===== config.mk =====
export PLATFORM = sky130hd
export DESIGN_NAME = wb_arbiter
export DESIGN_NICKNAME = d
export VERILOG_FILES = /design/src/design/lsu_pkg.sv /design/src/design/wb_arbiter.sv
export VERILOG_INCLUDE_DIRS = /design/src /design/src/include
export SDC_FILE = /design/constraint.sdc
export NUM_CORES = 1
export LEC_CHECK = 0
export BUFFER_PORTS_ARGS = -buffer_cell sky130_fd_sc_hd__buf_2
export CAP_MARGIN = 20
export CORE_AREA = 8 8 117 119
export CTS_BUF_LIST = sky130_fd_sc_hd__clkbuf_16
export CTS_CLUSTER_DIAMETER = 100
export DETAILED_ROUTE_END_ITERATION = 12
export DIE_AREA = 0 0 125 127
export HOLD_SLACK_MARGIN = 0.12
export PLACE_DENSITY_LB_ADDON = 0.2
export SYNTH_ARGS = -nofsm -noshare
export SYNTH_HDL_FRONTEND = slang
export SYNTH_SLANG_ARGS = --single-unit

===== constraint.sdc =====
create_clock -name clk -period 1.5 [get_ports clk]
set_input_delay 0.15 -clock clk [delete_from_list [all_inputs] [get_ports clk]]
set_output_delay 0.15 -clock clk [all_outputs]
set_load 0.03 [all_outputs]

===== src/include/lsu_params.svh =====
`ifndef LSU_PARAMS_SVH
`define LSU_PARAMS_SVH

// tag width, entry 0 reserved for "operand ready"
`define LSU_TAG_W 4

// buffer depth, 2**LSU_TAG_W
`define LSU_ENTRIES 16

// data and address width
`define LSU_DATA_W 32

// byte lanes per word
`define LSU_SEL_W (`LSU_DATA_W / 8)

// data memory depth in words
`define LSU_MEM_WORDS 256

`endif


===== src/design/lsu_pkg.sv =====
`include "lsu_params.svh"

package lsu_pkg;

    typedef enum logic [3:0] {
        MEM_LB,
        MEM_LBU,
        MEM_LH,
        MEM_LHU,
        MEM_LW,
        MEM_SB,
        MEM_SH,
        MEM_SW
    } mem_op_e;

    typedef enum logic [1:0] {
        MAU_IDLE,
        MAU_BUS,
        MAU_DONE
    } mau_state_e;

    typedef enum logic [1:0] {
        ARB_IDLE,
        ARB_GRANT_LSU,
        ARB_GRANT_HOST
    } arb_state_e;

    typedef struct packed {
        mem_op_e                op;
        logic [`LSU_TAG_W-1:0]  tag;
        logic [`LSU_DATA_W-1:0] imm;
        logic [`LSU_TAG_W-1:0]  rs1_tag;
        logic [`LSU_DATA_W-1:0] rs1_val;
        logic [`LSU_TAG_W-1:0]  rs2_tag;
        logic [`LSU_DATA_W-1:0] rs2_val;
    } dispatch_t;

    typedef struct packed {
        logic                   valid;
        logic [`LSU_TAG_W-1:0]  tag;
        logic [`LSU_DATA_W-1:0] data;
    } cdb_t;

    typedef struct packed {
        logic                  valid;
        logic [`LSU_TAG_W-1:0] tag;
    } commit_t;

    typedef struct packed {
        logic [`LSU_TAG_W-1:0]  tag;
        mem_op_e                op;
        logic [`LSU_DATA_W-1:0] addr;
        logic [`LSU_DATA_W-1:0] data;
    } mem_req_t;

    typedef struct packed {
        logic                   cyc;
        logic                   stb;
        logic                   we;
        logic [`LSU_DATA_W-1:0] adr;
        logic [`LSU_DATA_W-1:0] dat;
        logic [`LSU_SEL_W-1:0]  sel;
    } wb_m2s_t;

    typedef struct packed {
        logic                   ack;
        logic [`LSU_DATA_W-1:0] dat;
    } wb_s2m_t;

    typedef struct packed {
        logic                  valid;
        logic [`LSU_TAG_W-1:0] tag;
    } store_done_t;

    function automatic logic is_store_op(mem_op_e op);
        return op inside {MEM_SB, MEM_SH, MEM_SW};
    endfunction

endpackage


===== src/design/wb_arbiter.sv =====
`timescale 1ns/1ps

module wb_arbiter (
    input  logic             clk,
    input  logic             rst_n,
    input  lsu_pkg::wb_m2s_t host_m2s,
    output lsu_pkg::wb_s2m_t host_s2m,
    input  lsu_pkg::wb_m2s_t lsu_m2s,
    output lsu_pkg::wb_s2m_t lsu_s2m,
    output lsu_pkg::wb_m2s_t mem_m2s,
    input  lsu_pkg::wb_s2m_t mem_s2m
);
    import lsu_pkg::*;

    arb_state_e state;

    // grant taken only from idle with the host first
    always_ff @(posedge clk or negedge rst_n) begin
        if (!rst_n) begin
            state <= ARB_IDLE;
        end else begin
            case (state)
                ARB_IDLE: begin
                    if (host_m2s.cyc) state <= ARB_GRANT_HOST;
                    else if (lsu_m2s.cyc) state <= ARB_GRANT_LSU;
                end
                ARB_GRANT_HOST: if (!host_m2s.cyc) state <= ARB_IDLE;
                ARB_GRANT_LSU:  if (!lsu_m2s.cyc) state <= ARB_IDLE;
                default:        state <= ARB_IDLE;
            endcase
        end
    end

    always_comb begin
        case (state)
            ARB_GRANT_HOST: mem_m2s = host_m2s;
            ARB_GRANT_LSU:  mem_m2s = lsu_m2s;
            default:        mem_m2s = '0;
        endcase
    end

    assign host_s2m = '{ack: mem_s2m.ack && (state == ARB_GRANT_HOST), dat: mem_s2m.dat};
    assign lsu_s2m  = '{ack: mem_s2m.ack && (state == ARB_GRANT_LSU), dat: mem_s2m.dat};

    // at most one ack per access
    a_one_ack: assert property (@(posedge clk) disable iff (!rst_n)
        (host_s2m.ack || lsu_s2m.ack) |=> !(host_s2m.ack || lsu_s2m.ack));

    // an ack only reaches a master that still has its cycle open
    a_ack_in_cycle: assert property (@(posedge clk) disable iff (!rst_n)
        (host_s2m.ack |-> host_m2s.cyc) and (lsu_s2m.ack |-> lsu_m2s.cyc));

endmodule


==> run metrics <==
drt drc=0; max-cap viol count=0; biggest regs=state x2; Yosys warning count=0; Initial DRC Count=50; Reg-to-Reg End=state[1]; Setup crit end kind=primary output; cell count after synthesis=246; post-synthesis mux area share=0%; drt total wl=10.4 mm; Root Buffer=clkbuf_16; clk sinks=2; drt first pass iters=4; unrepaired setup endpoints after global routing=true; Post-Synth Simple-Gate Area=26.8%; pre-CTS setup slack=-102 ps; fin cells=555; H-tree levels=1; count of input and output buffers=217; minimum clock period=1750 ps; ranking of synthesized cells by area=a22oi_1, buf_4, nor2b_1; peak supply drop=920 uV; failing checks=setup timing; max-slew violations=0; die area=15900 um^2; via count=2396; Starting Density=14.6%; Final Net Count=590; Relative slew margins=79.0%; Max Clk Rate=572 MHz; Area Growth Syn to Fin=126%; sequential area share after synthesis=2.91%; adder-cell share of the synthesized area=2.18%; status=finished with violations; Core Rows=40; Die H=127 um; synthesized area per cell=6.99 um^2; CTS tree=built; r2r setup slk=-40 ps; vias in the first global route=2631; layout cells sized above 1=90.0%; distinct cell type count after synthesis=14; first-pass GRT wire length=13.4 mm; total gr overflow=0; Post-Synth XOR/XNOR Area=0%; fin area=3890 um^2; largest net degree at the start of global routing=35; Most flops, register=state; total CTS buffers=3; setup violators final=74; dpl cells=535; Post-Syn Area=1720 um^2; Worst Setup Path Type=reg2out; Via density=4.32; Hold Path Class=in2async; complex-gate fraction of the synthesized area=32.8%; R2R cell count=7; clk_skew=1.35 ps; worst slew pin tran=315 ps; main combinational cell family by area after synthesis=buffers and inverters; reg2reg start=state[1]; GPL Wtd Cong=0.720; top cell type by total area after synthesis=a22oi_1; chip width=125 um; Final WS setup=-249 ps; crit start category=register; antenna violations before repair=0; critical path peak fanout=9; CP required=1350 ps; Max Root-Sink Buffers=2; DP Area=2750 um^2; Post-DRT Antenna Nets=0; Clock transition at path regs=30 ps; Synth top area share=30.5%; Synthesized Nets=426; power per cell area=2300 nW/um^2; Worst-Skew Late Latency=220 ps; Core ar.=11800 um^2; number of flip-flops in the largest register=2; #FFs+latches synth=2; Arrival @ worst endpoint=1600 ps; diode count=0; final cycle utilization of the critical path=117%; GRT Util Overall=10.2%; final hold violation count=0; HPWL after DPL=6.89 mm; Avg WL per Cell=18.7 um; I/O pin total=314; P_leak=1.71 nW
==> cell usage after synthesis <==
| cell type | n |
|---|---|
| nand2_1 | 1 |
| dfrtp_1 | 2 |
| a32o_1 | 2 |
| o21ai_0 | 1 |
| a22oi_1 | 70 |
| buf_4 | 65 |
| ha_1 | 3 |
| a22o_1 | 1 |
| o21ai_1 | 1 |
| and2_1 | 3 |
| buf_2 | 15 |
| nor2b_1 | 70 |
| inv_1 | 5 |
| clkbuf_1 | 7 |
==> worst max path at each step <==
stage | from | end | slack (ps) | depth (start not counted)
final | state[0] | mem_m2s[52] | -250 | 6
after global routing | state[1] | mem_m2s[10] | -320 | 6
after CTS | state[0] | mem_m2s[10] | -230 | 6
after detailed placement | state[0] | mem_m2s[50] | -100 | 5
after global placement | state[0] | mem_m2s[50] | -90 | 5
after floorplan | state[1] | mem_m2s[0] | 10 | 4
==> per-layer routing <==
layer / track usage, % / up-vias / wire [um]
li1: - / 1130 / -
met1: 8.77 / 1115 / 3430
met2: 20.6 / 135 / 5860
met3: 3.79 / 16 / 910
met4: 4.23 / 0 / 177
met5: 0 / - / 0
==> critical path, stage by stage, from the launching register on <==
cell     delay (ps)
dfrtp_1         380
buf_4           150
ha_4            200
buf_4           190
a22oi_1         220
nor2b_2          60
buf_2           180
==> kinds of logic (layout without fill, tap and decap cells) <==
logic type,count (synthesis),after routing
buf+inv,92,254
flops,2,2
fa+ha+maj,3,3
compound gates,75,75
simple gates,74,74
==> metrics by stage <==
step	utilization [%]	TNS [ps]	hold WS, ps	total power, mW
after floorplan	-	0	-146	4.08
after global placement	23.3	-2550	-52.6	5.29
after detailed placement	23.3	-4170	-56.1	5.34
after CTS	26.9	-14130	300	6.61
after global routing	32.9	-19140	300	9.46
final	32.9	-14540	290	8.93
==> cell type report <==
class	count	area, um^2
clock buffers	3	75.1
fillers	1221	7920
inverters	5	18.8
multi-input cells	152	1620
flip-flops and latches	2	50.0
well taps	147	184
repair buffers	246	1940
==> timing repair <==
item,4_1_cts,5_1_grt
setup buffers,1,4
pin swaps,1,7
endpoints found under the hold margin,2,0
setup endpoints to repair,74,74
gates resized for setup,86,151
hold buffers,1,0
gates cloned,1,10
==> report_power, final <==
part | internal (mW) | total (mW) | switching [mW] | leakage (nW)
sequential | 0.0783 | 0.0962 | 0.0180 | 0.0259
clock | 0.339 | 0.400 | 0.0604 | 0.0370
combinational | 4.41 | 8.44 | 4.03 | 1.65
total | 4.82 | 8.93 | 4.11 | 1.71
==> layout by cell type, fill, tap and decap left out, types with 2 or more instances in the layout <==
cell       instances
buf_2            147
buf_6             55
nor2b_2           42
a22oi_2           40
a22oi_1           30
nor2b_4           28
buf_4             21
clkbuf_16          9
buf_12             8
clkbuf_4           4
inv_2              3
ha_4               3
buf_8              3
inv_1              2
and2_4             2
a32o_1             2
dfrtp_1            2
(Power assumes the default switching activity.)
