## src/include/lsu_params.svh

```systemverilog
`ifndef LSU_PARAMS_SVH
`define LSU_PARAMS_SVH

// tag width, entry 0 reserved for "operand ready"
`define LSU_TAG_W 4

// buffer depth, 2**LSU_TAG_W
`define LSU_ENTRIES 16

// data and address width
`define LSU_DATA_W 32

// byte lanes per word
`define LSU_SEL_W (`LSU_DATA_W / 8)

// data memory depth in words
`define LSU_MEM_WORDS 256

`endif

```

## src/design/lsu_pkg.sv

```systemverilog
`include "lsu_params.svh"

package lsu_pkg;

    typedef enum logic [3:0] {
        MEM_LB,
        MEM_LBU,
        MEM_LH,
        MEM_LHU,
        MEM_LW,
        MEM_SB,
        MEM_SH,
        MEM_SW
    } mem_op_e;

    typedef enum logic [1:0] {
        MAU_IDLE,
        MAU_BUS,
        MAU_DONE
    } mau_state_e;

    typedef enum logic [1:0] {
        ARB_IDLE,
        ARB_GRANT_LSU,
        ARB_GRANT_HOST
    } arb_state_e;

    typedef struct packed {
        mem_op_e                op;
        logic [`LSU_TAG_W-1:0]  tag;
        logic [`LSU_DATA_W-1:0] imm;
        logic [`LSU_TAG_W-1:0]  rs1_tag;
        logic [`LSU_DATA_W-1:0] rs1_val;
        logic [`LSU_TAG_W-1:0]  rs2_tag;
        logic [`LSU_DATA_W-1:0] rs2_val;
    } dispatch_t;

    typedef struct packed {
        logic                   valid;
        logic [`LSU_TAG_W-1:0]  tag;
        logic [`LSU_DATA_W-1:0] data;
    } cdb_t;

    typedef struct packed {
        logic                  valid;
        logic [`LSU_TAG_W-1:0] tag;
    } commit_t;

    typedef struct packed {
        logic [`LSU_TAG_W-1:0]  tag;
        mem_op_e                op;
        logic [`LSU_DATA_W-1:0] addr;
        logic [`LSU_DATA_W-1:0] data;
    } mem_req_t;

    typedef struct packed {
        logic                   cyc;
        logic                   stb;
        logic                   we;
        logic [`LSU_DATA_W-1:0] adr;
        logic [`LSU_DATA_W-1:0] dat;
        logic [`LSU_SEL_W-1:0]  sel;
    } wb_m2s_t;

    typedef struct packed {
        logic                   ack;
        logic [`LSU_DATA_W-1:0] dat;
    } wb_s2m_t;

    typedef struct packed {
        logic                  valid;
        logic [`LSU_TAG_W-1:0] tag;
    } store_done_t;

    function automatic logic is_store_op(mem_op_e op);
        return op inside {MEM_SB, MEM_SH, MEM_SW};
    endfunction

endpackage

```

## src/design/mem_access_unit.sv

```systemverilog
`timescale 1ns/1ps
`include "lsu_params.svh"

module mem_access_unit (
    input  logic                 clk,
    input  logic                 rst_n,
    input  logic                 req_valid,
    input  lsu_pkg::mem_req_t    req,
    output logic                 req_ready,
    output lsu_pkg::wb_m2s_t     wb_m2s,
    input  lsu_pkg::wb_s2m_t     wb_s2m,
    output lsu_pkg::cdb_t        load_cdb,
    output lsu_pkg::store_done_t store_done
);
    import lsu_pkg::*;

    localparam int DW = `LSU_DATA_W;

    mau_state_e             state;
    mem_req_t               cur;
    logic [DW-1:0]          ld_data;
    logic [DW-1:0]          ld_fmt;
    logic [DW-1:0]          lane;
    logic [`LSU_SEL_W-1:0]  be;
    logic [1:0]             off;

    function automatic logic is_aligned(mem_req_t r);
        case (r.op)
            MEM_LH, MEM_LHU, MEM_SH: return r.addr[0] == 1'b0;
            MEM_LW, MEM_SW:          return r.addr[1:0] == 2'b00;
            default:                 return 1'b1;
        endcase
    endfunction

    assign off       = cur.addr[1:0];
    assign req_ready = (state == MAU_IDLE);

    always_comb begin
        case (cur.op)
            MEM_LB, MEM_LBU, MEM_SB: be = 'b0001;
            MEM_LH, MEM_LHU, MEM_SH: be = 'b0011;
            default:                 be = 'b1111;
        endcase
        wb_m2s.cyc = (state == MAU_BUS);
        wb_m2s.stb = (state == MAU_BUS);
        wb_m2s.we  = is_store_op(cur.op);
        wb_m2s.adr = cur.addr;
        wb_m2s.dat = cur.data << {off, 3'b000};
        wb_m2s.sel = be << off;
    end

    // pick out the addressed lane and extend
    always_comb begin
        lane = wb_s2m.dat >> {off, 3'b000};
        case (cur.op)
            MEM_LB:  ld_fmt = {{(DW - 8){lane[7]}}, lane[7:0]};
            MEM_LBU: ld_fmt = {{(DW - 8){1'b0}}, lane[7:0]};
            MEM_LH:  ld_fmt = {{(DW - 16){lane[15]}}, lane[15:0]};
            MEM_LHU: ld_fmt = {{(DW - 16){1'b0}}, lane[15:0]};
            default: ld_fmt = lane;
        endcase
    end

    always_ff @(posedge clk or negedge rst_n) begin
        if (!rst_n) begin
            state <= MAU_IDLE;
        end else begin
            case (state)
                MAU_IDLE: if (req_valid) state <= MAU_BUS;
                MAU_BUS:  if (wb_s2m.ack) state <= MAU_DONE;
                default:  state <= MAU_IDLE;
            endcase
        end
    end

    always_ff @(posedge clk) begin
        if (req_valid && req_ready) begin
            cur <= req;
        end
        if (state == MAU_BUS && wb_s2m.ack) begin
            ld_data <= ld_fmt;
        end
    end

    assign load_cdb   = '{valid: (state == MAU_DONE) && !is_store_op(cur.op),
                          tag: cur.tag, data: ld_data};
    assign store_done = '{valid: (state == MAU_DONE) && is_store_op(cur.op), tag: cur.tag};

    a_aligned: assert property (@(posedge clk) disable iff (!rst_n)
        req_valid && req_ready |-> is_aligned(req));

endmodule

```

## config.mk

```make
export PLATFORM = sky130hd
export DESIGN_NAME = mem_access_unit
export DESIGN_NICKNAME = d
export VERILOG_FILES = /design/src/design/lsu_pkg.sv /design/src/design/mem_access_unit.sv
export VERILOG_INCLUDE_DIRS = /design/src /design/src/include
export SDC_FILE = /design/constraint.sdc
export NUM_CORES = 1
export LEC_CHECK = 0
export BUFFER_PORTS_ARGS = -buffer_cell sky130_fd_sc_hd__buf_4
export CORE_MARGIN = 5
export CORE_UTILIZATION = 47
export CTS_CLUSTER_DIAMETER = 100
export CTS_CLUSTER_SIZE = 8
export DETAILED_ROUTE_END_ITERATION = 16
export GPL_ROUTABILITY_DRIVEN = 0
export PLACE_DENSITY = 0.78
export SETUP_SLACK_MARGIN = 0.15
export SLEW_MARGIN = 25
export SYNTH_ARGS = -nofsm -noshare
export SYNTH_HDL_FRONTEND = slang
export SYNTH_SLANG_ARGS = --single-unit
export TNS_END_PERCENT = 1
```

## constraint.sdc

```tcl
create_clock -name clk -period 3.2 [get_ports clk]
set_input_delay 0.16 -clock clk [delete_from_list [all_inputs] [get_ports clk]]
set_output_delay 0.16 -clock clk [all_outputs]
set_load 0.02 [all_outputs]
```

==> impl_metrics.tcl <==
set metrics [dict create \
    grt_pass1_vias 4146 \
    synth_top_area_cell "edfxtp_1" \
    cts.reportedPaths.clkPinSlew_ns 0.10 \
    synth_area_leaders "edfxtp_1 (64%), mux2i_1 (6.4%), buf_4 (6.3%)" \
    cts_buffer_depth 2 \
    h-tree-depth 3 \
    drt_iter0_drc 203 \
    critPathTopFamily "flip-flops" \
    area_growth_pct 49.65 \
    required_ns 3.04 \
    detail-route-antenna-nets 0 \
    finClkSkew_ns 0.008852 \
    grt_pass1_wl_mm 22.77 \
    cts_made_buffers 9 \
    yosysWarnings 0 \
    synthArstFlopShare 0.01887 \
    path_max_fanout 22 \
    crit_top_cell "buf_4" \
    yosysSeqAreaShare 0.6521 \
    highest_layer "met4" \
    synth_ff_type "edfxtp_1" \
    root_buffer "clkbuf_8" \
    io_pins 222 \
    rr_endpoint "ld_data[27]$_DFFE_PP_" \
    drt_wl_total_mm 14.35 \
    crit_type "reg -> out" \
    post_dp_cell_area_sq_um 6342 \
    crit_chain "nor2b_1, buf_4, nand2_1, o21ai_0, buf_4" \
    die-area_sq_um 12490 \
    preCtsSetupSlack_ns 1.063 \
    rrSetupSlack_ns 1.01 \
    setup_viol 0 \
    io_buffers 221 \
    drcViolationCount 0 \
    tns_ns 0 \
    start_kind "flop" \
    die_h_um 111.8 \
    crit_cells 5 \
    hold_start "req_valid" \
    wl_met3_mm 1.359 \
    maxCapViolCount 0 \
    antenna_found_initial 0 \
    wl_per_cell_um 18.96 \
    synth_area_sq_um 4866 \
    dpl.cell_count 667 \
    cts_sinks 106 \
    initial_core_util 0.4756 \
    fin_area_sq_um 7282 \
    route.met2.wl_mm 7.234 \
    stdcell_count 757 \
    end_kind "output pin" \
    layout-drive-gt1-share 0.4058 \
    fp.dieW_um 111.8 \
    ys_types 32 \
    gr-total-overflow 0 \
    nNetsFinal 724 \
    fin_crit_ns 2.427 \
    r2r_cells 4 \
    vias_per_cell 5.114 \
    rsz0062_at_grt "no" \
    crit_buf_inv 2 \
    fin_crit_sh 0.7585 \
    slowest_delay_ns 0.84 \
    dp_hpwl_mm 9.434 \
    outcome "finished clean" \
    avgSynthCellArea_sq_um 13.37 \
    hp-class "in -> reg" \
    grt_max_degree 42 \
    leakage_uw 0.003054 \
    syn_inst 364 \
    wl_met1_mm 5.337 \
    crit_start "wb_m2s[36]$_DFFE_PP_" \
    rows 37 \
    tightest_slew_ns 0.8497 \
    antenna_cells 0 \
    yosysMostFrequentCell "edfxtp_1" \
    ys_ff_latch 106 \
    synth_common_cells "edfxtp_1 (104), buf_4 (41), mux2i_1 (31)" \
    synth.net_count 472 \
    worst_slack_ns 0.7729 \
    drtPass1Iterations 4 \
    fin_util 0.7118 \
    arrival_ns 2.27 \
    grtUsageTotal 0.2320 \
    core_sq_um 10230 \
    power.density_nw_per_um2 588.0 \
    post_cts_buffers 0 \
    worstSkewPairLatency_ns 0.36 \
    finalHoldViolCount 0 \
    fmax_mhz 412.0 \
    critical_path.slowest_cell "edfxtp_1" \
    slew_viol_final 0 \
    cts_tree "done" \
    vdd_drop_max_mv 0.3029 \
    relSlewSlack 0.4291 \
    vias 3871 \
    synth_top_cell_area_share 0.6418 \
    endpoint "wb_m2s[21]" \
    r2r_start "wb_m2s[36]$_DFFE_PP_" \
    synth_enable_flop_cells 104 \
]
## metal layers
metal,vias up,track usage
li1,1797,-
met1,1826,0.2776
met2,214,0.3877
met3,34,0.07283
met4,0,0.09813
met5,-,0
## power by group
part	leakage (uW)	internal, uW	total (uW)	switching [uW]
Combinational	0.00196	626	1480	858
Clock	0.0000996	369	832	462
Sequential	0.000999	1840	1970	127
## worst min-delay path, cell delays in order
cell and delay, ns:
buf_4 0.11, nor2_1 0.08, a211oi_1 0.06
## sequential cells by signal, summed over array words and instances (netlist names)
name and cells:
cur 36, load_cdb 4, state 2, ld_data 32
wb_m2s 32
## area by class of cell
| class | count | area [sq um] |
|---|---|---|
| clock buffer | 9 | 123.9 |
| sequential | 106 | 3173 |
| fill | 648 | 2949 |
| tap | 136 | 170.2 |
| timing repair buffer | 303 | 2460 |
| multi-input combinational | 196 | 1280 |
| clock inverter | 7 | 75.07 |
## kinds of logic after synthesis
| kind of cell | after synthesis | share of synthesized area |
|---|---|---|
| flops | 106 | 0.6521 |
| simple gates | 98 | 0.1026 |
| compound gates | 65 | 0.09051 |
| mux | 33 | 0.06968 |
| buf+inv | 62 | 0.08511 |
## worst min path at each step
stage | end | cells after the start
6_report | state[0]$_DFFE_PN0P_ | 3
5_1_grt | ld_data[28]$_DFFE_PP_ | 3
4_1_cts | state[0]$_DFFE_PN0P_ | 3
3_5_place_dp | state[1]$_DFFE_PN0P_ | 1
3_3_place_gp | state[0]$_DFFE_PN0P_ | 1
2_1_floorplan | state[0]$_DFFE_PN0P_ | 0
## layout by cell type, fill, tap and decap left out, drive strengths merged, types with 3 or more instances in the layout
cell	instances
nor2b	18
nor2	31
a21oi	18
nor3	3
buf	229
a211oi	24
o21ai	12
mux2i	32
clkbuf	9
nand2	25
inv	3
and2	12
dlygate4sd3	74
edfxtp	104
o31ai	8
## per-stage QoR
step,total power (uW),hold WS [ns]
2_1_floorplan,2856,-0.1356
3_3_place_gp,3351,-0.05771
3_5_place_dp,3395,-0.05697
4_1_cts,4291,0.06359
5_1_grt,4491,0.07225
6_report,4282,0.08524
## timing repair
| item | CTS | global route |
|---|---|---|
| hold buffers | 74 | 0 |
| gates resized for setup | 0 | 0 |
| endpoints found under the hold margin | 76 | 0 |
Note: power is estimated with default switching activity, not from simulation.
