File: config.mk
export PLATFORM = sky130hd
export DESIGN_NAME = load_store_buffer
export DESIGN_NICKNAME = d
export VERILOG_FILES = /design/src/design/lsu_pkg.sv /design/src/design/load_store_buffer.sv
export VERILOG_INCLUDE_DIRS = /design/src /design/src/include
export SDC_FILE = /design/constraint.sdc
export NUM_CORES = 2
export LEC_CHECK = 0
export ABC_AREA = 1
export BUFFER_PORTS_ARGS = -buffer_cell sky130_fd_sc_hd__buf_2
export CORE_ASPECT_RATIO = 0.7
export CORE_MARGIN = 4
export CORE_UTILIZATION = 28
export DETAILED_ROUTE_END_ITERATION = 16
export PLACE_DENSITY = 0.44
export SLEW_MARGIN = 10
export SYNTH_ARGS = -nofsm -noshare
export SYNTH_HDL_FRONTEND = slang
export SYNTH_SLANG_ARGS = --single-unit
export TNS_END_PERCENT = 100
File: constraint.sdc
create_clock -name clk -period 5.5 [get_ports clk]
set_input_delay 1.1 -clock clk [delete_from_list [all_inputs] [get_ports clk]]
set_output_delay 1.1 -clock clk [all_outputs]
set_load 0.02 [all_outputs]
File: src/include/lsu_params.svh
`ifndef LSU_PARAMS_SVH
`define LSU_PARAMS_SVH

// tag width, entry 0 reserved for "operand ready"
`define LSU_TAG_W 4

// buffer depth, 2**LSU_TAG_W
`define LSU_ENTRIES 16

// data and address width
`define LSU_DATA_W 32

// byte lanes per word
`define LSU_SEL_W (`LSU_DATA_W / 8)

// data memory depth in words
`define LSU_MEM_WORDS 256

`endif

File: src/design/lsu_pkg.sv
`include "lsu_params.svh"

package lsu_pkg;

    typedef enum logic [3:0] {
        MEM_LB,
        MEM_LBU,
        MEM_LH,
        MEM_LHU,
        MEM_LW,
        MEM_SB,
        MEM_SH,
        MEM_SW
    } mem_op_e;

    typedef enum logic [1:0] {
        MAU_IDLE,
        MAU_BUS,
        MAU_DONE
    } mau_state_e;

    typedef enum logic [1:0] {
        ARB_IDLE,
        ARB_GRANT_LSU,
        ARB_GRANT_HOST
    } arb_state_e;

    typedef struct packed {
        mem_op_e                op;
        logic [`LSU_TAG_W-1:0]  tag;
        logic [`LSU_DATA_W-1:0] imm;
        logic [`LSU_TAG_W-1:0]  rs1_tag;
        logic [`LSU_DATA_W-1:0] rs1_val;
        logic [`LSU_TAG_W-1:0]  rs2_tag;
        logic [`LSU_DATA_W-1:0] rs2_val;
    } dispatch_t;

    typedef struct packed {
        logic                   valid;
        logic [`LSU_TAG_W-1:0]  tag;
        logic [`LSU_DATA_W-1:0] data;
    } cdb_t;

    typedef struct packed {
        logic                  valid;
        logic [`LSU_TAG_W-1:0] tag;
    } commit_t;

    typedef struct packed {
        logic [`LSU_TAG_W-1:0]  tag;
        mem_op_e                op;
        logic [`LSU_DATA_W-1:0] addr;
        logic [`LSU_DATA_W-1:0] data;
    } mem_req_t;

    typedef struct packed {
        logic                   cyc;
        logic                   stb;
        logic                   we;
        logic [`LSU_DATA_W-1:0] adr;
        logic [`LSU_DATA_W-1:0] dat;
        logic [`LSU_SEL_W-1:0]  sel;
    } wb_m2s_t;

    typedef struct packed {
        logic                   ack;
        logic [`LSU_DATA_W-1:0] dat;
    } wb_s2m_t;

    typedef struct packed {
        logic                  valid;
        logic [`LSU_TAG_W-1:0] tag;
    } store_done_t;

    function automatic logic is_store_op(mem_op_e op);
        return op inside {MEM_SB, MEM_SH, MEM_SW};
    endfunction

endpackage

File: src/design/load_store_buffer.sv
`timescale 1ns/1ps
`include "lsu_params.svh"

module load_store_buffer (
    input  logic               clk,
    input  logic               rst_n,
    input  logic               dispatch_valid,
    input  lsu_pkg::dispatch_t dispatch,
    input  lsu_pkg::cdb_t      ex_cdb,
    input  lsu_pkg::cdb_t      load_cdb,
    input  lsu_pkg::commit_t   commit,
    output logic               req_valid,
    output lsu_pkg::mem_req_t  req,
    input  logic               req_ready,
    output logic               full
);
    import lsu_pkg::*;

    localparam int N  = `LSU_ENTRIES;
    localparam int TW = `LSU_TAG_W;
    localparam int DW = `LSU_DATA_W;

    logic [N-1:0]  occupied;
    logic [N-1:0]  is_store;
    logic [N-1:0]  issued;
    logic [N-1:0]  committed;
    logic [N-1:0]  rs1_ok;
    logic [N-1:0]  rs2_ok;
    mem_op_e       op_q     [N];
    logic [DW-1:0] imm_q    [N];
    logic [TW-1:0] rs1_tag  [N];
    logic [TW-1:0] rs2_tag  [N];
    logic [DW-1:0] rs1_val  [N];
    logic [DW-1:0] rs2_val  [N];

    logic [N-1:0]  rs1_wake;
    logic [N-1:0]  rs2_wake;
    logic [DW-1:0] rs1_wdata [N];
    logic [DW-1:0] rs2_wdata [N];
    logic [N-1:0]  eligible_st;
    logic [N-1:0]  eligible_ld;
    logic          pick_found;
    logic [TW-1:0] pick;
    logic          issue_now;
    logic          req_fire;
    logic          dp_rs1_ok;
    logic          dp_rs2_ok;
    logic [DW-1:0] dp_rs1_val;
    logic [DW-1:0] dp_rs2_val;

    function automatic logic tag_hit(logic [TW-1:0] t, cdb_t c);
        return c.valid && (c.tag == t);
    endfunction

    // tag 0 means the value came with the dispatch
    function automatic logic resolve_ok(logic [TW-1:0] t);
        return (t == '0) || tag_hit(t, ex_cdb) || tag_hit(t, load_cdb);
    endfunction

    function automatic logic [DW-1:0] resolve_val(logic [TW-1:0] t, logic [DW-1:0] v);
        if (t != '0 && tag_hit(t, ex_cdb)) begin
            return ex_cdb.data;
        end
        if (t != '0 && tag_hit(t, load_cdb)) begin
            return load_cdb.data;
        end
        return v;
    endfunction

    assign dp_rs1_ok  = resolve_ok(dispatch.rs1_tag);
    assign dp_rs2_ok  = resolve_ok(dispatch.rs2_tag);
    assign dp_rs1_val = resolve_val(dispatch.rs1_tag, dispatch.rs1_val);
    assign dp_rs2_val = resolve_val(dispatch.rs2_tag, dispatch.rs2_val);

    // operand wake-up from both broadcasts
    always_comb begin
        for (int i = 0; i < N; i++) begin
            rs1_wake[i]  = occupied[i] && !rs1_ok[i] &&
                           (tag_hit(rs1_tag[i], ex_cdb) || tag_hit(rs1_tag[i], load_cdb));
            rs2_wake[i]  = occupied[i] && !rs2_ok[i] &&
                           (tag_hit(rs2_tag[i], ex_cdb) || tag_hit(rs2_tag[i], load_cdb));
            rs1_wdata[i] = tag_hit(rs1_tag[i], ex_cdb) ? ex_cdb.data : load_cdb.data;
            rs2_wdata[i] = tag_hit(rs2_tag[i], ex_cdb) ? ex_cdb.data : load_cdb.data;
            eligible_st[i] = occupied[i] && !issued[i] && is_store[i] && committed[i] &&
                             rs1_ok[i] && rs2_ok[i];
            eligible_ld[i] = occupied[i] && !issued[i] && !is_store[i] && rs1_ok[i];
        end
    end

    // committed stores first, then lowest ready load
    always_comb begin
        pick_found = 1'b0;
        pick       = '0;
        for (int i = N - 1; i >= 1; i--) begin
            if (eligible_ld[i]) begin
                pick_found = 1'b1;
                pick       = TW'(i);
            end
        end
        for (int i = N - 1; i >= 1; i--) begin
            if (eligible_st[i]) begin
                pick_found = 1'b1;
                pick       = TW'(i);
            end
        end
    end

    assign issue_now = !req_valid && pick_found;
    assign req_fire  = req_valid && req_ready;
    assign full      = &occupied[N-1:1];

    always_ff @(posedge clk or negedge rst_n) begin
        if (!rst_n) begin
            occupied  <= '0;
            issued    <= '0;
            committed <= '0;
            rs1_ok    <= '0;
            rs2_ok    <= '0;
            req_valid <= 1'b0;
        end else begin
            rs1_ok <= rs1_ok | rs1_wake;
            rs2_ok <= rs2_ok | rs2_wake;
            if (commit.valid) begin
                committed[commit.tag] <= 1'b1;
            end
            // load entry lives until its result is broadcast
            if (load_cdb.valid && !is_store[load_cdb.tag]) begin
                occupied[load_cdb.tag] <= 1'b0;
            end
            if (req_fire) begin
                req_valid <= 1'b0;
                if (is_store_op(req.op)) begin
                    occupied[req.tag] <= 1'b0;
                end
            end else if (issue_now) begin
                req_valid    <= 1'b1;
                issued[pick] <= 1'b1;
            end
            if (dispatch_valid) begin
                occupied[dispatch.tag]  <= 1'b1;
                issued[dispatch.tag]    <= 1'b0;
                committed[dispatch.tag] <= 1'b0;
                rs1_ok[dispatch.tag]    <= dp_rs1_ok;
                rs2_ok[dispatch.tag]    <= dp_rs2_ok;
            end
        end
    end

    always_ff @(posedge clk) begin
        for (int i = 0; i < N; i++) begin
            if (rs1_wake[i]) begin
                rs1_val[i] <= rs1_wdata[i];
            end
            if (rs2_wake[i]) begin
                rs2_val[i] <= rs2_wdata[i];
            end
        end
        if (dispatch_valid) begin
            op_q[dispatch.tag]     <= dispatch.op;
            is_store[dispatch.tag] <= is_store_op(dispatch.op);
            imm_q[dispatch.tag]    <= dispatch.imm;
            rs1_tag[dispatch.tag]  <= dispatch.rs1_tag;
            rs2_tag[dispatch.tag]  <= dispatch.rs2_tag;
            rs1_val[dispatch.tag]  <= dp_rs1_val;
            rs2_val[dispatch.tag]  <= dp_rs2_val;
        end
        if (issue_now) begin
            req.tag  <= pick;
            req.op   <= op_q[pick];
            req.addr <= rs1_val[pick] + imm_q[pick];
            req.data <= rs2_val[pick];
        end
    end

    a_dispatch_free: assert property (@(posedge clk) disable iff (!rst_n)
        dispatch_valid |-> (dispatch.tag != '0) && !occupied[dispatch.tag]);

    a_commit_store: assert property (@(posedge clk) disable iff (!rst_n)
        commit.valid |-> occupied[commit.tag] && is_store[commit.tag]);

endmodule

==> out/qor.csv <==
stage;metric;value;unit
power;Max rail drop VDD;0.973;mV
synth;average size of a mapped cell;10.2;sq um
floorplanning;Die X;702;um
cells_and_area;commonest non-fill, non-tap cells in the layout;edfxtp_1 (1816), nand2_1 (1565), o21ai_0 (1231);
routing;DR WL met2;194;mm
synth;synthesized area;94400;sq um
outcome;failing checks;setup timing;
cts;Clock Tree Buf Depth;4;
global_route;first-pass GRT wire length;637;mm
timing;Final period util;1.15;
cells_and_area;Final nets;9585;
placement;Place WS;-1.01;ns
critical_path;Worst setup SP type;register;
floorplanning;Std-Cell Rows;178;
routing;vias per cell;5.98;
synth;yosys warns;0;
routing;TritonRoute pass-1 iters;9;
power;Tot Pwr;76800;uW
timing;Slew Limit Headroom;0.146;
routing;routed wire length;468;mm
global_route;largest net degree at the start of global routing;89;
cts;H-tree Lvls;4;
timing;Final Critical Period;6.34;ns
synth;Synthesized Nets;9447;
cts;TritonCTS Buffers;210;
routing;WL per Instance;33.3;um
placement;Inst Count DP;13600;
placement;Final Wtd Congestion;0.907;
global_route;GRT Util Overall;0.258;
timing;count of final hold-check violations;0;
critical_path;Critical Path RT;6.15;ns
synth;Mapped Cells;9220;
floorplanning;Starting Density;0.281;
synth;Synth Register Bits;1895;
power;Cell Pwr Density;688;nW/um^2
critical_path;CP peak stage delay;0.40;ns
critical_path;critical path's most frequent cell;nand2_1;
cells_and_area;share of cells above drive strength 1;0.154;
cts;clock sinks;1895;
timing;Slew Viols, Final;0;
routing;Vias;84000;
hold_path;worst hold path class;primary input to asynchronous set/reset pin;
placement;HPWL after DPL;274;mm
critical_path;critical path arrival;7.00;ns
critical_path;CP Capture Type;register;
floorplanning;die height;494;um
job;Max-cap violations;0;
timing;Final WS setup;-0.843;ns
cells_and_area;design area;112000;sq um
power;leakage power;0.0396;uW
routing;initial detailed-routing violation count;13000;
global_route;GRT overflow;0;
critical_path;Max Fanout on Critical Path;8;
timing;f_max;158;MHz
routing;# DRC;0;
outcome;outcome;finished, violations left;
routing;met3 wire length;55.8;mm
floorplanning;Die ar.;347000;sq um
synth;sequential fraction of the synthesis area;0.599;
cts;CTS Root Cell;clkbuf_16;
cells_and_area;most common cell after layout, fill and taps aside;edfxtp_1;
cts;worst-skew pair later-pin latency;0.93;ns
timing;Worst Tran Pin Value;1.28;ns
placement;Post-DP Area;104000;sq um
routing;Max Used Layer;met5;
global_route;initial antenna violation count;45;
placement;PortBufs;268;
critical_path;slowest stage cell, crit path;edfxtp_1;
critical_path;Crit Path Class;register to register;
cts;CTS tree;yes;
routing;WL met1;201;mm
cts;CTS clk-pin slew, worst paths;0.06;ns
cells_and_area;non-filler cells, final;14000;
timing;# setup viols final;21;
timing;RSZ-0062 raised after global routing;true;
global_route;vias in the first global route;77100;
synth;Yosys cell types;51;
floorplanning;Ports;269;
cts;cts hold-fix bufs;0;
floorplanning;core footprint;336000;sq um
timing;Clock Skew;0.0909;ns
cells_and_area;Area growth syn-to-layout;18.4;%
routing;final antenna-violating net count;0;
[worst max-delay path, delay by kind of cell (launching register included)]
family          cells  cell delay [ns]
compound gates     10             1.47
fa+ha+maj           1             0.35
buf+inv             8             0.98
flops               1             0.40
simple gates       43             2.89
[synthesized netlist by cell type (all sizes together)]
master | number | area [sq um]
a2111oi | 3 | 26.3
a211oi | 29 | 218
a21o | 2 | 15.0
a21oi | 732 | 3670
a221oi | 23 | 201
a22o | 1 | 8.76
a22oi | 402 | 3020
a31oi | 14 | 87.6
buf | 212 | 1120
clkbuf | 828 | 3110
clkinv | 28 | 106
dfrtp | 79 | 1980
edfxtp | 1816 | 54500
fa | 1 | 20.0
ha | 31 | 388
inv | 233 | 877
nand2 | 1625 | 6120
nand3 | 71 | 355
nand3b | 19 | 143
nand4 | 73 | 457
nor2 | 164 | 648
nor3 | 21 | 105
nor3b | 4 | 35.0
nor4 | 6 | 37.5
o2111ai | 40 | 350
o211ai | 754 | 5660
o21a | 3 | 22.5
o21ai | 1394 | 6980
o21bai | 3 | 22.5
o221a | 1 | 11.3
o221ai | 2 | 17.5
o22ai | 485 | 3030
o311ai | 6 | 52.6
o31ai | 7 | 52.6
o41ai | 17 | 149
or2 | 17 | 106
xnor2 | 10 | 87.6
xor2 | 64 | 561
[metrics by stage]
stage	setup TNS [ns]	hold slack (ns)	util
after floorplan	-0.00974	0.456	-
after global placement	-15.91	0.470	0.311
after detailed placement	-13.66	0.474	0.311
after CTS	-7.68	0.215	0.331
after global routing	-17.67	0.254	0.333
final	-11.79	0.236	0.333
[cell families after synthesis]
group / Yosys count / share of synthesized area
compound gates: 3918 / 0.250
xor+xnor: 74 / 0.00687
fa+ha+maj: 32 / 0.00432
buf+inv: 1301 / 0.0552
flops: 1895 / 0.599
simple gates: 2000 / 0.0849
[timing repair]
| action | 4_1_cts | 5_1_grt |
|---|---|---|
| gates cloned | 0 | 5 |
| gates resized for setup | 39 | 82 |
| pin swaps | 12 | 40 |
| setup buffers | 18 | 28 |
| setup endpoints to repair | 21 | 43 |
[registers in the layout (all words and copies together), names as in the netlist]
register and count:
committed 15, imm_q 512, is_store 16, issued 15
occupied 16, op_q 64, req 72, req_valid 1
rs1_ok 16, rs1_tag 64, rs1_val 512, rs2_ok 16
rs2_tag 64, rs2_val 512
[layout make-up]
type                       instances  area (sq um)
sequential                      1895         56500
multi-input combinational       6024         33900
inverter                         261          1100
clock buffer                     279          5670
timing repair buffer             961          8060
tap                             4500          5630
antenna                           14          35.0
fill                           33800        224000
clock inverter                    98           749
timing repair inverter             5          62.6
[report_power, final]
part / internal [uW] / switching [uW] / leakage, uW
Sequential: 17900 / 570 / 0.0174
Combinational: 16800 / 27500 / 0.0191
Clock: 7710 / 6230 / 0.00314
Total: 42500 / 34300 / 0.0396
[worst paths after layout]
| check | from | end | slack (ns) | depth (start not counted) |
|---|---|---|---|---|
| max | is_store[15] | req[63] | -0.84 | 62 |
| max in group asynchronous | rst_n | rs1_ok[2] | 4.22 | 2 |
| min reg2reg | rs2_ok[0] | rs2_ok[0] | 0.49 | 2 |
| min in group clk | rs2_ok[0] | rs2_ok[0] | 0.49 | 2 |
| max reg2reg | is_store[15] | req[63] | -0.84 | 62 |
| min | rst_n | committed[8] | 0.24 | 1 |
[metal layers]
layer | global-route usage | vias up
met4 | 0.0790 | 18
met3 | 0.0655 | 915
met2 | 0.371 | 5879
met5 | 0.000548 | -
met1 | 0.377 | 42100
li1 | - | 35000
Note: power is estimated with default switching activity, not from simulation.
